`src/cacc_consts.svh`:
```
/*
 * cacc register file constants
 * csb packet widths and bit positions, register byte offsets
 */
`ifndef CACC_CONSTS_SVH
`define CACC_CONSTS_SVH

// csb packet and register widths
`define CACC_REQ_W 63
`define CACC_RESP_W 34
`define CACC_DATA_W 32
// word address carried in the request
`define CACC_REQ_ADDR_W 22
// byte offset inside the 4KB window
`define CACC_OFFS_W 12
`define CACC_SIZE_W 13

// request and response bit positions
`define CACC_REQ_WRITE_BIT 54
`define CACC_REQ_NPOSTED_BIT 55
`define CACC_RESP_KIND_BIT 33

// register byte offsets
`define CACC_OFFS_POINTER 12'h000
`define CACC_OFFS_STATUS 12'h004
`define CACC_OFFS_OP_ENABLE 12'h008
`define CACC_OFFS_MISC_CFG 12'h00c
`define CACC_OFFS_DATAOUT_SIZE 12'h010
`define CACC_OFFS_DATAOUT_ADDR 12'h014
`define CACC_OFFS_SAT_COUNT 12'h018

// everything from op_enable up lives in the ping-pong groups
`define CACC_DUAL_BASE `CACC_OFFS_OP_ENABLE
// reg2dp_op_en delay stages
`define CACC_OPEN_DELAY 3

`endif
```
`src/cacc_reg_pkg.sv`:
```
/*
 * cacc register field encodings
 * group status, processing precision, convolution mode
 */
`default_nettype none

package cacc_reg_pkg;

  // status of one ping-pong group as seen by the host
  typedef enum logic [1:0] {
    GRP_IDLE    = 2'd0,  // op_en clear
    GRP_RUNNING = 2'd1,  // being consumed
    GRP_PENDING = 2'd2   // armed, waiting for the other group
  } group_status_e;

  // misc_cfg bits 13:12
  typedef enum logic [1:0] {
    PREC_INT8  = 2'd0,
    PREC_INT16 = 2'd1,
    PREC_FP16  = 2'd2
  } precision_e;

  // misc_cfg bit 0
  typedef enum logic {
    CONV_DIRECT   = 1'b0,
    CONV_WINOGRAD = 1'b1
  } conv_mode_e;

endpackage

`default_nettype wire

```
`src/csb_pkg.sv`:
```
/*
 * csb request kind and response kind encodings
 */
`default_nettype none

package csb_pkg;

  // request bit 54
  typedef enum logic {
    CSB_READ  = 1'b0,
    CSB_WRITE = 1'b1
  } csb_kind_e;

  // response bit 33, which report the host gets back
  typedef enum logic {
    RESP_READ  = 1'b0,
    RESP_WRITE = 1'b1
  } csb_resp_kind_e;

endpackage

`default_nettype wire

```
`src/cacc_regfile.sv`:
```
/*
 * cacc register file top
 * csb bridge, single group, two ping-pong groups, group controller
 */
`default_nettype none
`include "cacc_consts.svh"

module cacc_regfile (
  input  wire                         nvdla_core_clk,
  input  wire                         nvdla_core_rstn,
  input  wire                         csb2cacc_req_pvld,
  input  wire  [`CACC_REQ_W-1:0]      csb2cacc_req_pd,
  input  wire                         dp2reg_done,
  input  wire  [`CACC_DATA_W-1:0]     dp2reg_sat_count,
  output logic                        csb2cacc_req_prdy,
  output logic                        cacc2csb_resp_valid,
  output logic [`CACC_RESP_W-1:0]     cacc2csb_resp_pd,
  output logic                        reg2dp_op_en,
  output cacc_reg_pkg::conv_mode_e    reg2dp_conv_mode,
  output cacc_reg_pkg::precision_e    reg2dp_proc_precision,
  output logic [`CACC_SIZE_W-1:0]     reg2dp_dataout_width,
  output logic [`CACC_SIZE_W-1:0]     reg2dp_dataout_height,
  output logic [`CACC_DATA_W-1:0]     reg2dp_dataout_addr
);
  import cacc_reg_pkg::*;

  // bridge side
  logic [`CACC_OFFS_W-1:0] reg_offset;
  logic [`CACC_DATA_W-1:0] reg_wr_data;
  logic                    reg_wr_en;
  logic [`CACC_DATA_W-1:0] reg_rd_data;

  // group side
  logic                    s_wr_en;
  logic                    d0_wr_en;
  logic                    d1_wr_en;
  logic [`CACC_DATA_W-1:0] s_rd_data;
  logic [`CACC_DATA_W-1:0] d0_rd_data;
  logic [`CACC_DATA_W-1:0] d1_rd_data;
  logic                    d0_done;
  logic                    d1_done;
  logic                    d0_op_en;
  logic                    d1_op_en;
  logic                    producer;
  logic                    consumer;
  group_status_e           status_0;
  group_status_e           status_1;

  // per group fields
  conv_mode_e              d0_conv_mode;
  conv_mode_e              d1_conv_mode;
  precision_e              d0_proc_precision;
  precision_e              d1_proc_precision;
  logic [`CACC_SIZE_W-1:0] d0_dataout_width;
  logic [`CACC_SIZE_W-1:0] d1_dataout_width;
  logic [`CACC_SIZE_W-1:0] d0_dataout_height;
  logic [`CACC_SIZE_W-1:0] d1_dataout_height;
  logic [`CACC_DATA_W-1:0] d0_dataout_addr;
  logic [`CACC_DATA_W-1:0] d1_dataout_addr;

  cacc_csb_bridge u_csb_bridge (
    .nvdla_core_clk      (nvdla_core_clk),
    .nvdla_core_rstn     (nvdla_core_rstn),
    .csb2cacc_req_pvld   (csb2cacc_req_pvld),
    .csb2cacc_req_pd     (csb2cacc_req_pd),
    .reg_rd_data         (reg_rd_data),
    .csb2cacc_req_prdy   (csb2cacc_req_prdy),
    .cacc2csb_resp_valid (cacc2csb_resp_valid),
    .cacc2csb_resp_pd    (cacc2csb_resp_pd),
    .reg_offset          (reg_offset),
    .reg_wr_data         (reg_wr_data),
    .reg_wr_en           (reg_wr_en),
    .reg_rd_en           ()  // reads need no strobe, the mux is combinational
  );

  cacc_single_reg u_single_reg (
    .nvdla_core_clk  (nvdla_core_clk),
    .nvdla_core_rstn (nvdla_core_rstn),
    .reg_offset      (reg_offset),
    .reg_wr_data     (reg_wr_data),
    .reg_wr_en       (s_wr_en),
    .consumer        (consumer),
    .status_0        (status_0),
    .status_1        (status_1),
    .reg_rd_data     (s_rd_data),
    .producer        (producer)
  );

  cacc_dual_reg u_dual_reg_d0 (
    .nvdla_core_clk  (nvdla_core_clk),
    .nvdla_core_rstn (nvdla_core_rstn),
    .reg_offset      (reg_offset),
    .reg_wr_data     (reg_wr_data),
    .reg_wr_en       (d0_wr_en),
    .grp_done        (d0_done),
    .sat_count_in    (dp2reg_sat_count),
    .reg_rd_data     (d0_rd_data),
    .op_en           (d0_op_en),
    .conv_mode       (d0_conv_mode),
    .proc_precision  (d0_proc_precision),
    .dataout_width   (d0_dataout_width),
    .dataout_height  (d0_dataout_height),
    .dataout_addr    (d0_dataout_addr)
  );

  cacc_dual_reg u_dual_reg_d1 (
    .nvdla_core_clk  (nvdla_core_clk),
    .nvdla_core_rstn (nvdla_core_rstn),
    .reg_offset      (reg_offset),
    .reg_wr_data     (reg_wr_data),
    .reg_wr_en       (d1_wr_en),
    .grp_done        (d1_done),
    .sat_count_in    (dp2reg_sat_count),
    .reg_rd_data     (d1_rd_data),
    .op_en           (d1_op_en),
    .conv_mode       (d1_conv_mode),
    .proc_precision  (d1_proc_precision),
    .dataout_width   (d1_dataout_width),
    .dataout_height  (d1_dataout_height),
    .dataout_addr    (d1_dataout_addr)
  );

  cacc_group_ctrl u_group_ctrl (
    .nvdla_core_clk        (nvdla_core_clk),
    .nvdla_core_rstn       (nvdla_core_rstn),
    .dp2reg_done           (dp2reg_done),
    .reg_offset            (reg_offset),
    .reg_wr_en             (reg_wr_en),
    .producer              (producer),
    .s_rd_data             (s_rd_data),
    .d0_rd_data            (d0_rd_data),
    .d1_rd_data            (d1_rd_data),
    .d0_op_en              (d0_op_en),
    .d1_op_en              (d1_op_en),
    .d0_conv_mode          (d0_conv_mode),
    .d0_proc_precision     (d0_proc_precision),
    .d0_dataout_width      (d0_dataout_width),
    .d0_dataout_height     (d0_dataout_height),
    .d0_dataout_addr       (d0_dataout_addr),
    .d1_conv_mode          (d1_conv_mode),
    .d1_proc_precision     (d1_proc_precision),
    .d1_dataout_width      (d1_dataout_width),
    .d1_dataout_height     (d1_dataout_height),
    .d1_dataout_addr       (d1_dataout_addr),
    .s_wr_en               (s_wr_en),
    .d0_wr_en              (d0_wr_en),
    .d1_wr_en              (d1_wr_en),
    .d0_done               (d0_done),
    .d1_done               (d1_done),
    .consumer              (consumer),
    .status_0              (status_0),
    .status_1              (status_1),
    .reg_rd_data           (reg_rd_data),
    .reg2dp_op_en          (reg2dp_op_en),
    .reg2dp_conv_mode      (reg2dp_conv_mode),
    .reg2dp_proc_precision (reg2dp_proc_precision),
    .reg2dp_dataout_width  (reg2dp_dataout_width),
    .reg2dp_dataout_height (reg2dp_dataout_height),
    .reg2dp_dataout_addr   (reg2dp_dataout_addr)
  );

endmodule

`default_nettype wire

```
`src/cacc_group_ctrl.sv`:
```
/*
 * cacc group controller
 * consumer pointer, decode and write protect, read mux, status,
 * reg2dp output mux and the op_en delay line
 */
`default_nettype none
`include "cacc_consts.svh"

module cacc_group_ctrl (
  input  wire                         nvdla_core_clk,
  input  wire                         nvdla_core_rstn,
  input  wire                         dp2reg_done,
  input  wire  [`CACC_OFFS_W-1:0]     reg_offset,
  input  wire                         reg_wr_en,
  input  wire                         producer,
  input  wire  [`CACC_DATA_W-1:0]     s_rd_data,
  input  wire  [`CACC_DATA_W-1:0]     d0_rd_data,
  input  wire  [`CACC_DATA_W-1:0]     d1_rd_data,
  input  wire                         d0_op_en,
  input  wire                         d1_op_en,
  input  wire  cacc_reg_pkg::conv_mode_e d0_conv_mode,
  input  wire  cacc_reg_pkg::precision_e d0_proc_precision,
  input  wire  [`CACC_SIZE_W-1:0]     d0_dataout_width,
  input  wire  [`CACC_SIZE_W-1:0]     d0_dataout_height,
  input  wire  [`CACC_DATA_W-1:0]     d0_dataout_addr,
  input  wire  cacc_reg_pkg::conv_mode_e d1_conv_mode,
  input  wire  cacc_reg_pkg::precision_e d1_proc_precision,
  input  wire  [`CACC_SIZE_W-1:0]     d1_dataout_width,
  input  wire  [`CACC_SIZE_W-1:0]     d1_dataout_height,
  input  wire  [`CACC_DATA_W-1:0]     d1_dataout_addr,
  output logic                        s_wr_en,
  output logic                        d0_wr_en,
  output logic                        d1_wr_en,
  output logic                        d0_done,
  output logic                        d1_done,
  output logic                        consumer,
  output cacc_reg_pkg::group_status_e status_0,
  output cacc_reg_pkg::group_status_e status_1,
  output logic [`CACC_DATA_W-1:0]     reg_rd_data,
  output logic                        reg2dp_op_en,
  output cacc_reg_pkg::conv_mode_e    reg2dp_conv_mode,
  output cacc_reg_pkg::precision_e    reg2dp_proc_precision,
  output logic [`CACC_SIZE_W-1:0]     reg2dp_dataout_width,
  output logic [`CACC_SIZE_W-1:0]     reg2dp_dataout_height,
  output logic [`CACC_DATA_W-1:0]     reg2dp_dataout_addr
);
  import cacc_reg_pkg::*;

  logic                        select_s;
  logic                        select_d0;
  logic                        select_d1;
  logic                        op_en_ori;  // consumer's op_en, undelayed
  logic [`CACC_OPEN_DELAY-1:0] op_en_dly;

  //////////////////////////////
  // consumer pointer
  //////////////////////////////
  always_ff @(posedge nvdla_core_clk or negedge nvdla_core_rstn) begin
    if (!nvdla_core_rstn) begin
      consumer <= 1'b0;
    end else if (dp2reg_done) begin
      consumer <= ~consumer;  // move on to the other group
    end
  end

  assign d0_done = dp2reg_done & ~consumer;
  assign d1_done = dp2reg_done & consumer;

  // decode, host writes into a busy group are dropped
  assign select_s  = reg_offset < `CACC_DUAL_BASE;
  assign select_d0 = ~select_s & ~producer;
  assign select_d1 = ~select_s & producer;
  assign s_wr_en   = reg_wr_en & select_s;
  assign d0_wr_en  = reg_wr_en & select_d0 & ~d0_op_en;
  assign d1_wr_en  = reg_wr_en & select_d1 & ~d1_op_en;

  assign reg_rd_data = ({`CACC_DATA_W{select_s}}  & s_rd_data) |
                       ({`CACC_DATA_W{select_d0}} & d0_rd_data) |
                       ({`CACC_DATA_W{select_d1}} & d1_rd_data);

  // group status
  assign status_0 = !d0_op_en ? GRP_IDLE : (!consumer ? GRP_RUNNING : GRP_PENDING);
  assign status_1 = !d1_op_en ? GRP_IDLE : (consumer ? GRP_RUNNING : GRP_PENDING);

  //////////////////////////////
  // reg2dp side
  //////////////////////////////
  always_comb begin
    if (consumer) begin
      reg2dp_conv_mode      = d1_conv_mode;
      reg2dp_proc_precision = d1_proc_precision;
      reg2dp_dataout_width  = d1_dataout_width;
      reg2dp_dataout_height = d1_dataout_height;
      reg2dp_dataout_addr   = d1_dataout_addr;
    end else begin
      reg2dp_conv_mode      = d0_conv_mode;
      reg2dp_proc_precision = d0_proc_precision;
      reg2dp_dataout_width  = d0_dataout_width;
      reg2dp_dataout_height = d0_dataout_height;
      reg2dp_dataout_addr   = d0_dataout_addr;
    end
  end

  assign op_en_ori = consumer ? d1_op_en : d0_op_en;

  // op_en delay line, flushed on done so the datapath sees a gap
  always_ff @(posedge nvdla_core_clk or negedge nvdla_core_rstn) begin
    if (!nvdla_core_rstn) begin
      op_en_dly <= '0;
    end else if (dp2reg_done) begin
      op_en_dly <= '0;
    end else begin
      op_en_dly <= {op_en_dly[`CACC_OPEN_DELAY-2:0], op_en_ori};
    end
  end

  assign reg2dp_op_en = op_en_dly[`CACC_OPEN_DELAY-1];

endmodule

`default_nettype wire

```
`src/cacc_dual_reg.sv`:
```
/*
 * one cacc ping-pong register group
 * config fields, op_en, sat_count capture and readback
 */
`default_nettype none
`include "cacc_consts.svh"

module cacc_dual_reg (
  input  wire                         nvdla_core_clk,
  input  wire                         nvdla_core_rstn,
  input  wire  [`CACC_OFFS_W-1:0]     reg_offset,
  input  wire  [`CACC_DATA_W-1:0]     reg_wr_data,
  input  wire                         reg_wr_en,
  input  wire                         grp_done,
  input  wire  [`CACC_DATA_W-1:0]     sat_count_in,
  output logic [`CACC_DATA_W-1:0]     reg_rd_data,
  output logic                        op_en,
  output cacc_reg_pkg::conv_mode_e    conv_mode,
  output cacc_reg_pkg::precision_e    proc_precision,
  output logic [`CACC_SIZE_W-1:0]     dataout_width,
  output logic [`CACC_SIZE_W-1:0]     dataout_height,
  output logic [`CACC_DATA_W-1:0]     dataout_addr
);
  import cacc_reg_pkg::*;

  logic                    wr_op_en;
  logic                    wr_misc;
  logic                    wr_size;
  logic                    wr_addr;
  logic                    op_en_w;     // next op_en
  logic                    op_en_fall;  // layer finished
  logic                    op_en_rise;  // layer armed
  logic [`CACC_DATA_W-1:0] sat_count;

  // write strobes, already gated by op_en upstream
  assign wr_op_en = reg_wr_en & (reg_offset == `CACC_OFFS_OP_ENABLE);
  assign wr_misc  = reg_wr_en & (reg_offset == `CACC_OFFS_MISC_CFG);
  assign wr_size  = reg_wr_en & (reg_offset == `CACC_OFFS_DATAOUT_SIZE);
  assign wr_addr  = reg_wr_en & (reg_offset == `CACC_OFFS_DATAOUT_ADDR);

  //////////////////////////////
  // config fields
  //////////////////////////////
  always_ff @(posedge nvdla_core_clk or negedge nvdla_core_rstn) begin
    if (!nvdla_core_rstn) begin
      conv_mode      <= CONV_DIRECT;
      proc_precision <= PREC_INT8;
      dataout_width  <= '0;
      dataout_height <= '0;
      dataout_addr   <= '0;
    end else begin
      if (wr_misc) begin
        conv_mode      <= conv_mode_e'(reg_wr_data[0]);
        proc_precision <= precision_e'(reg_wr_data[13:12]);
      end
      if (wr_size) begin
        dataout_width  <= reg_wr_data[`CACC_SIZE_W-1:0];
        dataout_height <= reg_wr_data[16 +: `CACC_SIZE_W];
      end
      if (wr_addr) begin
        dataout_addr <= reg_wr_data;
      end
    end
  end

  //////////////////////////////
  // op_en and sat_count
  //////////////////////////////
  always_comb begin
    op_en_w = op_en;
    if (wr_op_en) begin
      op_en_w = reg_wr_data[0];  // host write wins
    end else if (grp_done) begin
      op_en_w = 1'b0;
    end
  end

  assign op_en_fall = op_en & ~op_en_w;
  assign op_en_rise = ~op_en & op_en_w;

  always_ff @(posedge nvdla_core_clk or negedge nvdla_core_rstn) begin
    if (!nvdla_core_rstn) begin
      op_en     <= 1'b0;
      sat_count <= '0;
    end else begin
      op_en <= op_en_w;
      if (op_en_fall) begin
        sat_count <= sat_count_in;  // snapshot at end of layer
      end else if (op_en_rise) begin
        sat_count <= '0;
      end
    end
  end

  // readback
  always_comb begin
    reg_rd_data = '0;
    case (reg_offset)
      `CACC_OFFS_OP_ENABLE: reg_rd_data[0] = op_en;
      `CACC_OFFS_MISC_CFG: begin
        reg_rd_data[0]     = conv_mode;
        reg_rd_data[13:12] = proc_precision;
      end
      `CACC_OFFS_DATAOUT_SIZE: begin
        reg_rd_data[`CACC_SIZE_W-1:0]  = dataout_width;
        reg_rd_data[16 +: `CACC_SIZE_W] = dataout_height;
      end
      `CACC_OFFS_DATAOUT_ADDR: reg_rd_data = dataout_addr;
      `CACC_OFFS_SAT_COUNT:    reg_rd_data = sat_count;  // read only
      default: ;
    endcase
  end

endmodule

`default_nettype wire

```
`src/cacc_single_reg.sv`:
```
/*
 * cacc single register group
 * producer pointer, pointer and status readback
 */
`default_nettype none
`include "cacc_consts.svh"

module cacc_single_reg (
  input  wire                         nvdla_core_clk,
  input  wire                         nvdla_core_rstn,
  input  wire  [`CACC_OFFS_W-1:0]     reg_offset,
  input  wire  [`CACC_DATA_W-1:0]     reg_wr_data,
  input  wire                         reg_wr_en,
  input  wire                         consumer,
  input  wire  cacc_reg_pkg::group_status_e status_0,
  input  wire  cacc_reg_pkg::group_status_e status_1,
  output logic [`CACC_DATA_W-1:0]     reg_rd_data,
  output logic                        producer
);

  // host flips producer to pick which group it programs
  always_ff @(posedge nvdla_core_clk or negedge nvdla_core_rstn) begin
    if (!nvdla_core_rstn) begin
      producer <= 1'b0;
    end else if (reg_wr_en && reg_offset == `CACC_OFFS_POINTER) begin
      producer <= reg_wr_data[0];
    end
  end

  // readback
  always_comb begin
    reg_rd_data = '0;  // unmapped offsets read 0
    case (reg_offset)
      `CACC_OFFS_POINTER: begin
        reg_rd_data[0]  = producer;
        reg_rd_data[16] = consumer;
      end
      `CACC_OFFS_STATUS: begin
        reg_rd_data[1:0]   = status_0;
        reg_rd_data[17:16] = status_1;
      end
      default: ;
    endcase
  end

endmodule

`default_nettype wire

```
`src/cacc_csb_bridge.sv`:
```
/*
 * csb slave side of the cacc register file
 * request register, unpacking, access strobes, response register
 */
`default_nettype none
`include "cacc_consts.svh"

module cacc_csb_bridge (
  input  wire                        nvdla_core_clk,
  input  wire                        nvdla_core_rstn,
  input  wire                        csb2cacc_req_pvld,
  input  wire  [`CACC_REQ_W-1:0]     csb2cacc_req_pd,
  input  wire  [`CACC_DATA_W-1:0]    reg_rd_data,
  output logic                       csb2cacc_req_prdy,
  output logic                       cacc2csb_resp_valid,
  output logic [`CACC_RESP_W-1:0]    cacc2csb_resp_pd,
  output logic [`CACC_OFFS_W-1:0]    reg_offset,
  output logic [`CACC_DATA_W-1:0]    reg_wr_data,
  output logic                       reg_wr_en,
  output logic                       reg_rd_en
);
  import csb_pkg::*;

  logic                        req_pvld;
  logic [`CACC_REQ_W-1:0]      req_pd;
  logic [`CACC_REQ_ADDR_W-1:0] req_addr;
  csb_kind_e                   req_kind;
  logic                        req_nposted;
  logic                        resp_en;
  csb_resp_kind_e              resp_kind;
  logic [`CACC_RESP_W-1:0]     resp_pd_w;

  assign csb2cacc_req_prdy = 1'b1;  // never stalls

  //////////////////////////////
  // request stage
  //////////////////////////////
  always_ff @(posedge nvdla_core_clk or negedge nvdla_core_rstn) begin
    if (!nvdla_core_rstn) begin
      req_pvld <= 1'b0;
    end else begin
      req_pvld <= csb2cacc_req_pvld;
    end
  end

  always_ff @(posedge nvdla_core_clk) begin
    if (csb2cacc_req_pvld) begin
      req_pd <= csb2cacc_req_pd;  // only capture real requests
    end
  end

  // unpack, srcpriv/wrbe/level ignored
  assign req_addr    = req_pd[`CACC_REQ_ADDR_W-1:0];
  assign reg_wr_data = req_pd[`CACC_REQ_ADDR_W +: `CACC_DATA_W];
  assign req_kind    = csb_kind_e'(req_pd[`CACC_REQ_WRITE_BIT]);
  assign req_nposted = req_pd[`CACC_REQ_NPOSTED_BIT];

  // word address -> byte offset, upper bits dropped
  assign reg_offset = {req_addr[`CACC_OFFS_W-3:0], 2'b00};
  assign reg_wr_en  = req_pvld & (req_kind == CSB_WRITE);
  assign reg_rd_en  = req_pvld & (req_kind == CSB_READ);

  //////////////////////////////
  // response stage
  //////////////////////////////
  assign resp_en   = reg_rd_en | (reg_wr_en & req_nposted);  // posted writes stay silent
  assign resp_kind = reg_rd_en ? RESP_READ : RESP_WRITE;

  always_comb begin
    resp_pd_w = '0;  // error bit always 0
    resp_pd_w[`CACC_RESP_KIND_BIT] = resp_kind;
    if (reg_rd_en) begin
      resp_pd_w[`CACC_DATA_W-1:0] = reg_rd_data;
    end
  end

  always_ff @(posedge nvdla_core_clk or negedge nvdla_core_rstn) begin
    if (!nvdla_core_rstn) begin
      cacc2csb_resp_valid <= 1'b0;
    end else begin
      cacc2csb_resp_valid <= resp_en;
    end
  end

  always_ff @(posedge nvdla_core_clk) begin
    if (resp_en) begin
      cacc2csb_resp_pd <= resp_pd_w;
    end
  end

endmodule

`default_nettype wire

```
`config.mk`:
```
export PLATFORM = sky130hd
export DESIGN_NAME = cacc_regfile
export DESIGN_NICKNAME = d
export VERILOG_FILES = /design/src/cacc_reg_pkg.sv /design/src/csb_pkg.sv /design/src/cacc_regfile.sv /design/src/cacc_group_ctrl.sv /design/src/cacc_dual_reg.sv /design/src/cacc_single_reg.sv /design/src/cacc_csb_bridge.sv
export VERILOG_INCLUDE_DIRS = /design/src
export SDC_FILE = /design/constraint.sdc
export NUM_CORES = 1
export LEC_CHECK = 0
export ABC_CLOCK_PERIOD_IN_PS = 3100
export BUFFER_PORTS_ARGS = -buffer_cell sky130_fd_sc_hd__clkbuf_2
export CORE_ASPECT_RATIO = 1.5
export CORE_UTILIZATION = 51
export CTS_CLUSTER_DIAMETER = 100
export DETAILED_ROUTE_END_ITERATION = 7
export PLACE_DENSITY = 0.84
export SETUP_SLACK_MARGIN = 0.1
export SLEW_MARGIN = 20
export SYNTH_ARGS = -nofsm -noshare
export SYNTH_HDL_FRONTEND = slang
export SYNTH_SLANG_ARGS = --single-unit
export TNS_END_PERCENT = 30
```
`constraint.sdc`:
```
create_clock -name nvdla_core_clk -period 3.1 [get_ports nvdla_core_clk]
set_clock_uncertainty 0.1 [all_clocks]
set_input_delay 0.31 -clock nvdla_core_clk [delete_from_list [all_inputs] [get_ports nvdla_core_clk]]
set_output_delay 0.31 -clock nvdla_core_clk [all_outputs]
set_load 0.1 [all_outputs]
```
==> qor.csv, run 1 <==
metric,value,unit
register area share after synthesis,57.3,%
Clock transition at path regs,0.06,ns
Critical Path End,reg2dp_dataout_height[11],
count of state elements after synthesis,272,
DIE WIDTH,130,µm
H-tree Lvls,1,
first-pass GRT wire length,52.0,mm
syn_area_per_cell,12.2,µm²
CP max FO,36,
share of layout cells above drive strength 1,35.0,%
P&R area growth vs syn,24.2,%
warnings from Yosys,0,
final worst slack,0.198,ns
setup_tns,0,ns
Yosys top cell area share,38.9,%
vias per cell,5.76,
pre-CTS setup slack,0.300,ns
max_cap viols,0,
"Hold Violations, Final",0,
# resized after CTS,0,
Post-Synthesis Cell Area,12600,µm²
Reg2Reg Launch Point,u_csb_bridge.req_pd[9],
max_slew headroom,28.2,%
RR Endpoint,u_dual_reg_d0.dataout_addr[31],
initial antenna violation count,1,
clk_lat worst skew,0.54,ns
die area,25300,µm²
nets,1369,
final hold slack,0.267,ns
ys async rst share,71.7,%
number of global-route vias before repair,9750,
actual slew at the worst max-slew pin,1.08,ns
final-report max-slew violation count,0,
Residual DRC,0,
largest cells by area after synthesis,"dfrtp_1 39%, edfxtp_1 18%, mux2_2 14%",
RSZ-0062 raised after global routing,false,
Vias,9291,
most frequent cell after synthesis,dfrtp_1,
1st-iter DRT viols,623,
Starting Density,51.8,%
Setup crit start kind,register,
Final GP Congestion,0.903,
Mapped Cells,1029,
average wire per standard cell,20.7,µm
Worst Hold Class,in2async,
run status,finished clean,
First-pass DRT Iterations,5,
Fill cells,1771,
power density over cell area,540,nW/µm²
Congestion Overflow GR,0,
core area,24300,µm²
Setup crit start,u_group_ctrl.consumer,
library cells used by synthesis,51,
dpl cells,1485,
root buf cell,clkbuf_16,
"top cells by count, synth","195 x dfrtp_1, 161 x mux2_2, 159 x nand2_1, 78 x o21ai_0, 77 x edfxtp_1",
# setup viols final,0,
Antenna Nets Post-Route,0,
Max VDD drop,0.000495,V
Setup crit end kind,output port,
CTS max path bufs,3,
r2r setup slk,0.30,ns
final cell count without fillers,1614,
"Net Count, Synth",1130,
Clock Sinks,272,
largest net degree at the start of global routing,81,
ys flop type,dfrtp_1,
Leak,0.00708,µW
CTS buffer count,27,
die height,194,µm
gr usage total,26.8,%
Fmax,345,MHz
Arrival @ worst endpoint,2.49,ns
fin crit period,2.90,ns
row count,70,
TritonCTS clock tree,yes,
Total Wirelength,33.3,mm
top cell type by total area after synthesis,dfrtp_1,
period utilisation layout,93.6,%
Worst Path Required,2.69,ns
Worst R2R Path Depth,4,
I/O pins,197,
Post-synth EDFFs,77,
IO buf count,175,
critical setup path kind,reg2out,
detailed placement HPWL,20.8,mm
[sequential cells by signal (all words and copies together), names as in the netlist]
name and count:
u_dual_reg_d1.op_en 1, u_single_reg.producer 1, u_dual_reg_d0.dataout_height 13, u_dual_reg_d1.proc_precision 2, u_dual_reg_d0.op_en 1, u_dual_reg_d0.proc_precision 2, u_group_ctrl.op_en_dly 3, u_csb_bridge.cacc2csb_resp_pd 33
u_dual_reg_d1.sat_count 32, u_dual_reg_d1.conv_mode 1, u_dual_reg_d0.conv_mode 1, u_dual_reg_d1.dataout_width 13, u_group_ctrl.consumer 1, u_csb_bridge.cacc2csb_resp_valid 1, u_dual_reg_d0.dataout_width 13, u_dual_reg_d0.dataout_addr 32
u_dual_reg_d1.dataout_height 13, u_csb_bridge.req_pvld 1, u_csb_bridge.req_pd 44, u_dual_reg_d0.sat_count 32, u_dual_reg_d1.dataout_addr 32
[metrics by stage]
| stage | area [µm²] | utilization (%) | power (µW) |
|---|---|---|---|
| 2_1_floorplan | 12600 | - | 4800 |
| 3_3_place_gp | 13900 | 57.4 | 5130 |
| 3_5_place_dp | 13900 | 57.4 | 5170 |
| 4_1_cts | 15600 | 64.3 | 8460 |
| 5_1_grt | 15600 | 64.3 | 8680 |
| 6_report | 15600 | 64.3 | 8410 |
[logic make-up (layout without fill, tap and decap cells)]
| kind of cell | Yosys count | in the layout | synth area share, % |
|---|---|---|---|
| mux | 239 | 239 | 21.5 |
| simple gates | 251 | 251 | 8.95 |
| compound gates | 174 | 174 | 8.99 |
| buf+inv | 87 | 347 | 2.92 |
| flops | 272 | 272 | 57.3 |
| fa+ha+maj | 2 | 2 | 0.199 |
| xor+xnor | 2 | 2 | 0.140 |
| other cells | 2 | 3 | 0.0598 |
[layout by cell type (no fill, tap or decap), types with 31 or more instances in the layout]
| cell | instances |
|---|---|
| buf_4 | 31 |
| o21ai_0 | 78 |
| dlygate4sd3_1 | 78 |
| clkbuf_2 | 174 |
| nand2_1 | 159 |
| dfrtp_1 | 194 |
| edfxtp_1 | 77 |
| mux2i_1 | 56 |
| mux2_2 | 161 |
[worst min path at each step]
stage,slack [ns],from,endpoint
2_1_floorplan,-0.09,nvdla_core_rstn,u_csb_bridge.cacc2csb_resp_valid
3_3_place_gp,0.28,nvdla_core_rstn,u_dual_reg_d0.dataout_width[5]
3_5_place_dp,0.29,nvdla_core_rstn,u_dual_reg_d0.dataout_width[5]
4_1_cts,0.28,nvdla_core_rstn,u_dual_reg_d0.dataout_addr[4]
5_1_grt,0.32,nvdla_core_rstn,u_dual_reg_d0.dataout_width[5]
6_report,0.27,nvdla_core_rstn,u_dual_reg_d0.dataout_width[5]
[repair_timing]
item,in CTS,in global routing
hold buffers,78,0
endpoints found under the hold margin,189,0
setup buffers,0,0
[layer usage]
layer	part of all wire, %	global-route usage (%)	vias up	routed length [µm]
met5	0	0	-	0
met3	5.9	3.70	109	1980
li1	-	-	4198	-
met1	37	31.2	4574	12300
met4	4.1	13.0	0	1380
met2	53	47.7	410	17600
[critical path, cell delays in order, from the launching register on]
cell and delay (ns):
dfrtp_4 0.78, buf_4 0.38, mux2_2 0.41, clkbuf_2 0.38
[layout make-up]
class                      count  area [µm²]  area share [%]
clock buffer                  39         791            5.07
sequential                   272        7200            46.1
timing repair buffer         292        2060            13.2
inverter                       5        18.8           0.120
clock inverter                11        87.6           0.562
antenna                        1        2.50          0.0160
multi-input combinational    670        5030            32.3
tap                          324         405            2.60
[where the power goes]
| part | total [µW] | switching [µW] | internal, µW | leakage (µW) |
|---|---|---|---|---|
| sequential | 4140 | 236 | 3910 | 0.00347 |
| clock | 3220 | 1370 | 1850 | 0.000435 |
| combinational | 1050 | 653 | 394 | 0.00318 |
(Power assumes the default switching activity.)
==> inputs of run 2 (changes only) <==
==> constraint.sdc (replaced) <==
create_clock -name nvdla_core_clk -period 3.1 [get_ports nvdla_core_clk]
set_clock_uncertainty 0.1 [all_clocks]
set_input_delay 0.155 -clock nvdla_core_clk [delete_from_list [all_inputs] [get_ports nvdla_core_clk]]
set_output_delay 0.155 -clock nvdla_core_clk [all_outputs]
set_load 0.1 [all_outputs]
==> qor.csv, run 2 (synthesis results as in run 1) <==
metric,value,unit,change
Clock Sinks,272,,unchanged
most frequent cells in the layout,"194 x dfrtp_1, 174 x clkbuf_2, 161 x mux2_2",,unchanged
max reg flops,44,,unchanged
root buf cell,clkbuf_16,,unchanged
setup_tns,0,ns,unchanged
max_slew headroom,39.6,%,was 28.2%
initial antenna violation count,0,,was 1
Fill cells,1801,,"was 1,771"
Clock transition at path regs,0.07,ns,was 0.06 ns
Fmax,357,MHz,was 345 MHz
Reg2Reg Launch Point,u_csb_bridge.req_pd[9],,unchanged
Final Util,64.2,%,was 64.3%
Leak,0.00707,µW,was 0.00708 µW
average wire per standard cell,21.0,µm,was 20.7 µm
Residual DRC,0,,unchanged
detailed placement HPWL,20.8,mm,about the same
Congestion Overflow GR,0,,unchanged
fin crit period,2.80,ns,was 2.90 ns
Max VDD drop,0.000484,V,was 0.000495 V
CTS buffer count,27,,unchanged
Worst Hold Class,in2async,,unchanged
number of global-route vias before repair,9672,,"was 9,750"
P&R area growth vs syn,24.1,%,was 24.2%
period utilisation layout,90.3,%,was 93.6%
share of layout cells above drive strength 1,34.6,%,was 35.0%
Arrival @ worst endpoint,3.11,ns,was 2.49 ns
CP max FO,26,,was 36
Setup crit start kind,register,,unchanged
Antenna Nets Post-Route,0,,unchanged
Setup crit end kind,register,,was output port
1st-iter DRT viols,648,,was 623
"commonest non-fill, non-tap cell in the layout",dfrtp_1,,unchanged
Starting Density,51.8,%,unchanged
run status,finished clean,,unchanged
RR Endpoint,u_dual_reg_d1.dataout_width[9],,was u_dual_reg_d0.dataout_addr[31]
IO buf count,175,,unchanged
Final GP Congestion,0.868,,was 0.903
row count,70,,unchanged
DIE WIDTH,130,µm,unchanged
power density over cell area,549,nW/µm²,was 540 nW/µm²
"Hold Violations, Final",0,,unchanged
vias per cell,5.81,,was 5.76
r2r setup slk,0.30,ns,about the same
final-report max-slew violation count,0,,unchanged
gr usage total,26.9,%,was 26.8%
"Most flops, register",u_csb_bridge.req_pd,,unchanged
critical setup path kind,reg2reg,,was reg2out
first-pass GRT wire length,52.0,mm,unchanged
RSZ-0062 raised after global routing,false,,unchanged
max_cap viols,0,,unchanged
# setup viols final,0,,unchanged
nets,1369,,unchanged
core area,24300,µm²,unchanged
Worst R2R Path Depth,5,,was 4
Total Wirelength,33.9,mm,was 33.3 mm
First-pass DRT Iterations,6,,was 5
Vias,9372,,"was 9,291"
die area,25300,µm²,unchanged
I/O pins,197,,unchanged
die height,194,µm,unchanged
H-tree Lvls,1,,unchanged
# Post-CTS Setup Buffers,0,,unchanged
clk_lat worst skew,0.54,ns,about the same
CTS max path bufs,3,,unchanged
Setup crit start,u_csb_bridge.req_pd[9],,was u_group_ctrl.consumer
actual slew at the worst max-slew pin,0.904,ns,was 1.08 ns
largest registers,"u_csb_bridge.req_pd (44), u_csb_bridge.cacc2csb_resp_pd (33)",,unchanged
TritonCTS clock tree,yes,,unchanged
Worst Path Required,3.41,ns,was 2.69 ns
largest net degree at the start of global routing,77,,was 81
==> run 2: cell count changes in the layout (fill, tap and decap cells not counted) <==
| cell | before | now |
|---|---|---|
| buf_4 | 31 | 34 |
| clkbuf_1 | 5 | 8 |
| clkinv_1 | 2 | 4 |
| buf_12 | 8 | 5 |
| inv_6 | 2 | 1 |
| clkinvlp_4 | 1 | 0 |
| clkbuf_8 | 8 | 3 |
| clkinv_2 | 5 | 2 |
| clkinv_4 | 0 | 2 |
| bufinv_16 | 1 | 4 |
==> run 2: worst max path at each step <==
stage | endpoint | slack (ns) | depth (start not counted)
2_1_floorplan | u_dual_reg_d1.sat_count[1] | 0.29 | 10
3_3_place_gp | u_dual_reg_d1.dataout_height[7] | 0.38 | 5
3_5_place_dp | u_dual_reg_d1.dataout_height[11] | 0.34 | 5
4_1_cts | u_dual_reg_d1.dataout_height[4] | 0.33 | 5
5_1_grt | u_csb_bridge.cacc2csb_resp_pd[26] | 0.23 | 5
6_report | u_dual_reg_d1.dataout_width[9] | 0.30 | 5
==> run 2: power by group <==
part / total [µW] / internal, µW / switching, µW / leakage [µW]
Sequential: 4090 / 3910 / 178 / 0.00347
Clock: 3370 / 1990 / 1380 / 0.000440
Combinational: 1090 / 386 / 707 / 0.00317
Total: 8550 / 6290 / 2270 / 0.00707
==> run 2: metrics by stage <==
step                      hold slack, ns  setup WS, ns  cells  area, µm²  total power (µW)
final                              0.106         0.300   1614      15600              8550
after global routing               0.145         0.227   1613      15600              8840
after CTS                          0.105         0.331   1613      15600              8580
after detailed placement           0.114         0.343   1485      13900              5160
after global placement             0.111         0.379   1485      13900              5120
after floorplan                   -0.241         0.286   1029      12600              4800
==> run 2: repair_timing <==
action,4_1_cts,5_1_grt
endpoints found under the hold margin,182,0
resized for setup,0,0
hold buffers,78,0
==> run 2: area by class of cell <==
class,instances,area [µm²],area share (%)
Clock buffer,37,733,4.71
Multi-Input combinational cell,670,5030,32.3
Tap cell,324,405,2.60
Sequential cell,272,7200,46.2
Antenna cell,1,2.50,0.0161
Clock inverter,13,171,1.10
Inverter,5,18.8,0.120
Timing Repair Buffer,292,2020,13.0
==> run 2: metal layers <==
layer / GRT usage (%) / vias to the layer above / part of all wire (%)
met5: 0 / - / 0
met2: 47.4 / 431 / 53
met4: 13.3 / 0 / 4.4
met3: 3.67 / 106 / 6.2
met1: 31.5 / 4629 / 37
li1: - / 4206 / -
==> run 2: worst max-delay path: stages (launching register included) <==
cell and delay (ns):
edfxtp_1 0.38, or4_4 0.60, nor4_2 0.35, or4b_2 0.66
buf_12 0.22, mux2_4 0.32
==> inputs of run 3 (changes only) <==
--- a/config.mk
+++ b/config.mk
@@ -13,6 +13,7 @@
 export CTS_CLUSTER_DIAMETER = 100
 export DETAILED_ROUTE_END_ITERATION = 7
 export PLACE_DENSITY = 0.84
+export REMOVE_ABC_BUFFERS = 1
 export SETUP_SLACK_MARGIN = 0.1
 export SLEW_MARGIN = 20
 export SYNTH_ARGS = -nofsm -noshare
==> qor.csv, run 3 (synthesis results as in run 1) <==
metric,value,unit,change
largest net degree at the start of global routing,83,,was 77
TritonCTS clock tree,yes,,unchanged
critical setup path kind,reg2reg,,unchanged
I/O pins,197,,unchanged
Congestion Overflow GR,0,,unchanged
"Hold Violations, Final",0,,unchanged
dpl cells,1489,,"was 1,485"
average wire per standard cell,22.0,µm,was 21.0 µm
Arrival @ worst endpoint,3.21,ns,was 3.11 ns
Leak,0.00707,µW,about the same
slowest CP cell,and4_2,,was or4b_2
Worst Path Required,3.41,ns,about the same
"commonest non-fill, non-tap cell in the layout",dfrtp_1,,unchanged
final instance area,15500,µm²,"was 15,600 µm²"
1st-iter DRT viols,794,,was 648
RSZ-0062 raised after global routing,false,,unchanged
"Cell Area, Placed",13900,µm²,about the same
fin crit period,2.90,ns,was 2.80 ns
Worst Hold Class,in2async,,unchanged
largest registers,"u_csb_bridge.req_pd (44), u_csb_bridge.cacc2csb_resp_pd (33)",,unchanged
setup_tns,0,ns,unchanged
Final GP Congestion,0.965,,was 0.868
Worst R2R Path Depth,4,,was 5
IO buf count,175,,unchanged
first-pass GRT wire length,54.7,mm,was 52.0 mm
number of global-route vias before repair,10000,,"was 9,672"
max reg flops,44,,unchanged
nets,1372,,"was 1,369"
actual slew at the worst max-slew pin,1.15,ns,was 0.904 ns
max_slew headroom,23.4,%,was 39.6%
r2r setup slk,0.20,ns,was 0.30 ns
Antenna Nets Post-Route,0,,unchanged
detailed placement HPWL,21.2,mm,was 20.8 mm
Setup crit end kind,register,,unchanged
initial antenna violation count,1,,was 0
CTS max path bufs,3,,unchanged
power density over cell area,537,nW/µm²,was 549 nW/µm²
row count,70,,unchanged
H-tree Lvls,1,,unchanged
max_cap viols,0,,unchanged
die height,194,µm,unchanged
CP max FO,32,,was 26
RR Endpoint,u_dual_reg_d0.dataout_addr[31],,was u_dual_reg_d1.dataout_width[9]
die area,25300,µm²,unchanged
"delay-heaviest family, CP",simple AND/OR/NAND/NOR gates,,unchanged
Worst Path Buf+Inv,0,,was 1
Vias,9597,,"was 9,372"
Reg2Reg Launch Point,u_csb_bridge.req_pd[9],,unchanged
Starting Density,51.8,%,unchanged
Residual DRC,0,,unchanged
"Most flops, register",u_csb_bridge.req_pd,,unchanged
run status,finished clean,,unchanged
share of layout cells above drive strength 1,34.9,%,was 34.6%
Fmax,345,MHz,was 357 MHz
CTS buffer count,26,,was 27
Clock transition at path regs,0.07,ns,about the same
gr usage total,28.6,%,was 26.9%
final-report max-slew violation count,0,,unchanged
# setup viols final,0,,unchanged
DIE WIDTH,130,µm,unchanged
Setup crit start kind,register,,unchanged
root buf cell,clkbuf_16,,unchanged
period utilisation layout,93.5,%,was 90.3%
Clock Sinks,272,,unchanged
CP peak stage delay,1.03,ns,was 0.66 ns
clk_lat worst skew,0.53,ns,was 0.54 ns
P&R area growth vs syn,23.8,%,was 24.1%
Total Wirelength,35.5,mm,was 33.9 mm
Max VDD drop,0.000419,V,was 0.000484 V
First-pass DRT Iterations,5,,was 6
critical path cell sequence,or4_4 -> nor3_1 -> and4_2 -> mux2_2,,was or4_4 -> nor4_2 -> or4b_2 -> buf_12 -> mux2_4
final cell count without fillers,1616,,"was 1,614"
core area,24300,µm²,unchanged
vias per cell,5.94,,was 5.81
most frequent cells in the layout,"194 x dfrtp_1, 174 x clkbuf_2, 161 x mux2_2",,unchanged
run 3: area by class of cell:
type / instances / area, µm²
inverters: 5 / 18.8
diodes: 1 / 2.50
flip-flops and latches: 272 / 7200
repair buffers: 296 / 2050
well taps: 324 / 405
clock buffers: 35 / 716
fillers: 1778 / 8720
multi-input cells: 670 / 5030
clock inverters: 13 / 115
run 3: worst max path at each step:
stage	from	endpoint	cells past startpoint
after floorplan	u_csb_bridge.req_pd[0]	u_dual_reg_d1.dataout_addr[0]	3
after global placement	u_csb_bridge.req_pd[9]	u_dual_reg_d0.dataout_addr[20]	4
after detailed placement	u_csb_bridge.req_pd[9]	u_dual_reg_d0.dataout_addr[24]	4
after CTS	u_group_ctrl.consumer	reg2dp_dataout_addr[26]	3
after global routing	u_csb_bridge.req_pd[9]	u_dual_reg_d0.dataout_addr[31]	4
final	u_csb_bridge.req_pd[9]	u_dual_reg_d0.dataout_addr[31]	4
run 3: power by group:
group | switching [µW] | total, µW | leakage, µW | internal (µW)
Clock | 1350 | 3140 | 0.000411 | 1790
Sequential | 218 | 4130 | 0.00347 | 3910
Combinational | 687 | 1080 | 0.00319 | 389
Total | 2260 | 8340 | 0.00707 | 6080
run 3: routing by layer:
layer  GRT usage [%]  vias to the layer above  wire length [µm]
li1                -                     4217                 -
met3            4.55                      172              2380
met5               0                        -                 0
met4            19.4                        0              2500
met1            34.5                     4705             13100
met2            46.7                      503             17500
run 3: timing repair:
action	CTS	global route
buffers inserted	0	0
hold buffers	78	0
endpoints found under the hold margin	191	0
endpoints found under the setup margin	0	2
gates resized for setup	0	1
run 3: through the flow:
step / hold slack [ns] / util [%] / setup slack [ns] / power, µW
3_3_place_gp: 0.122 / 57.4 / 0.307 / 5130
6_report: 0.118 / 64.1 / 0.200 / 8340
3_5_place_dp: 0.127 / 57.4 / 0.241 / 5160
2_1_floorplan: -0.241 / - / -2.95 / 4780
5_1_grt: 0.173 / 64.1 / 0.118 / 8560
4_1_cts: 0.134 / 64.0 / 0.160 / 8320
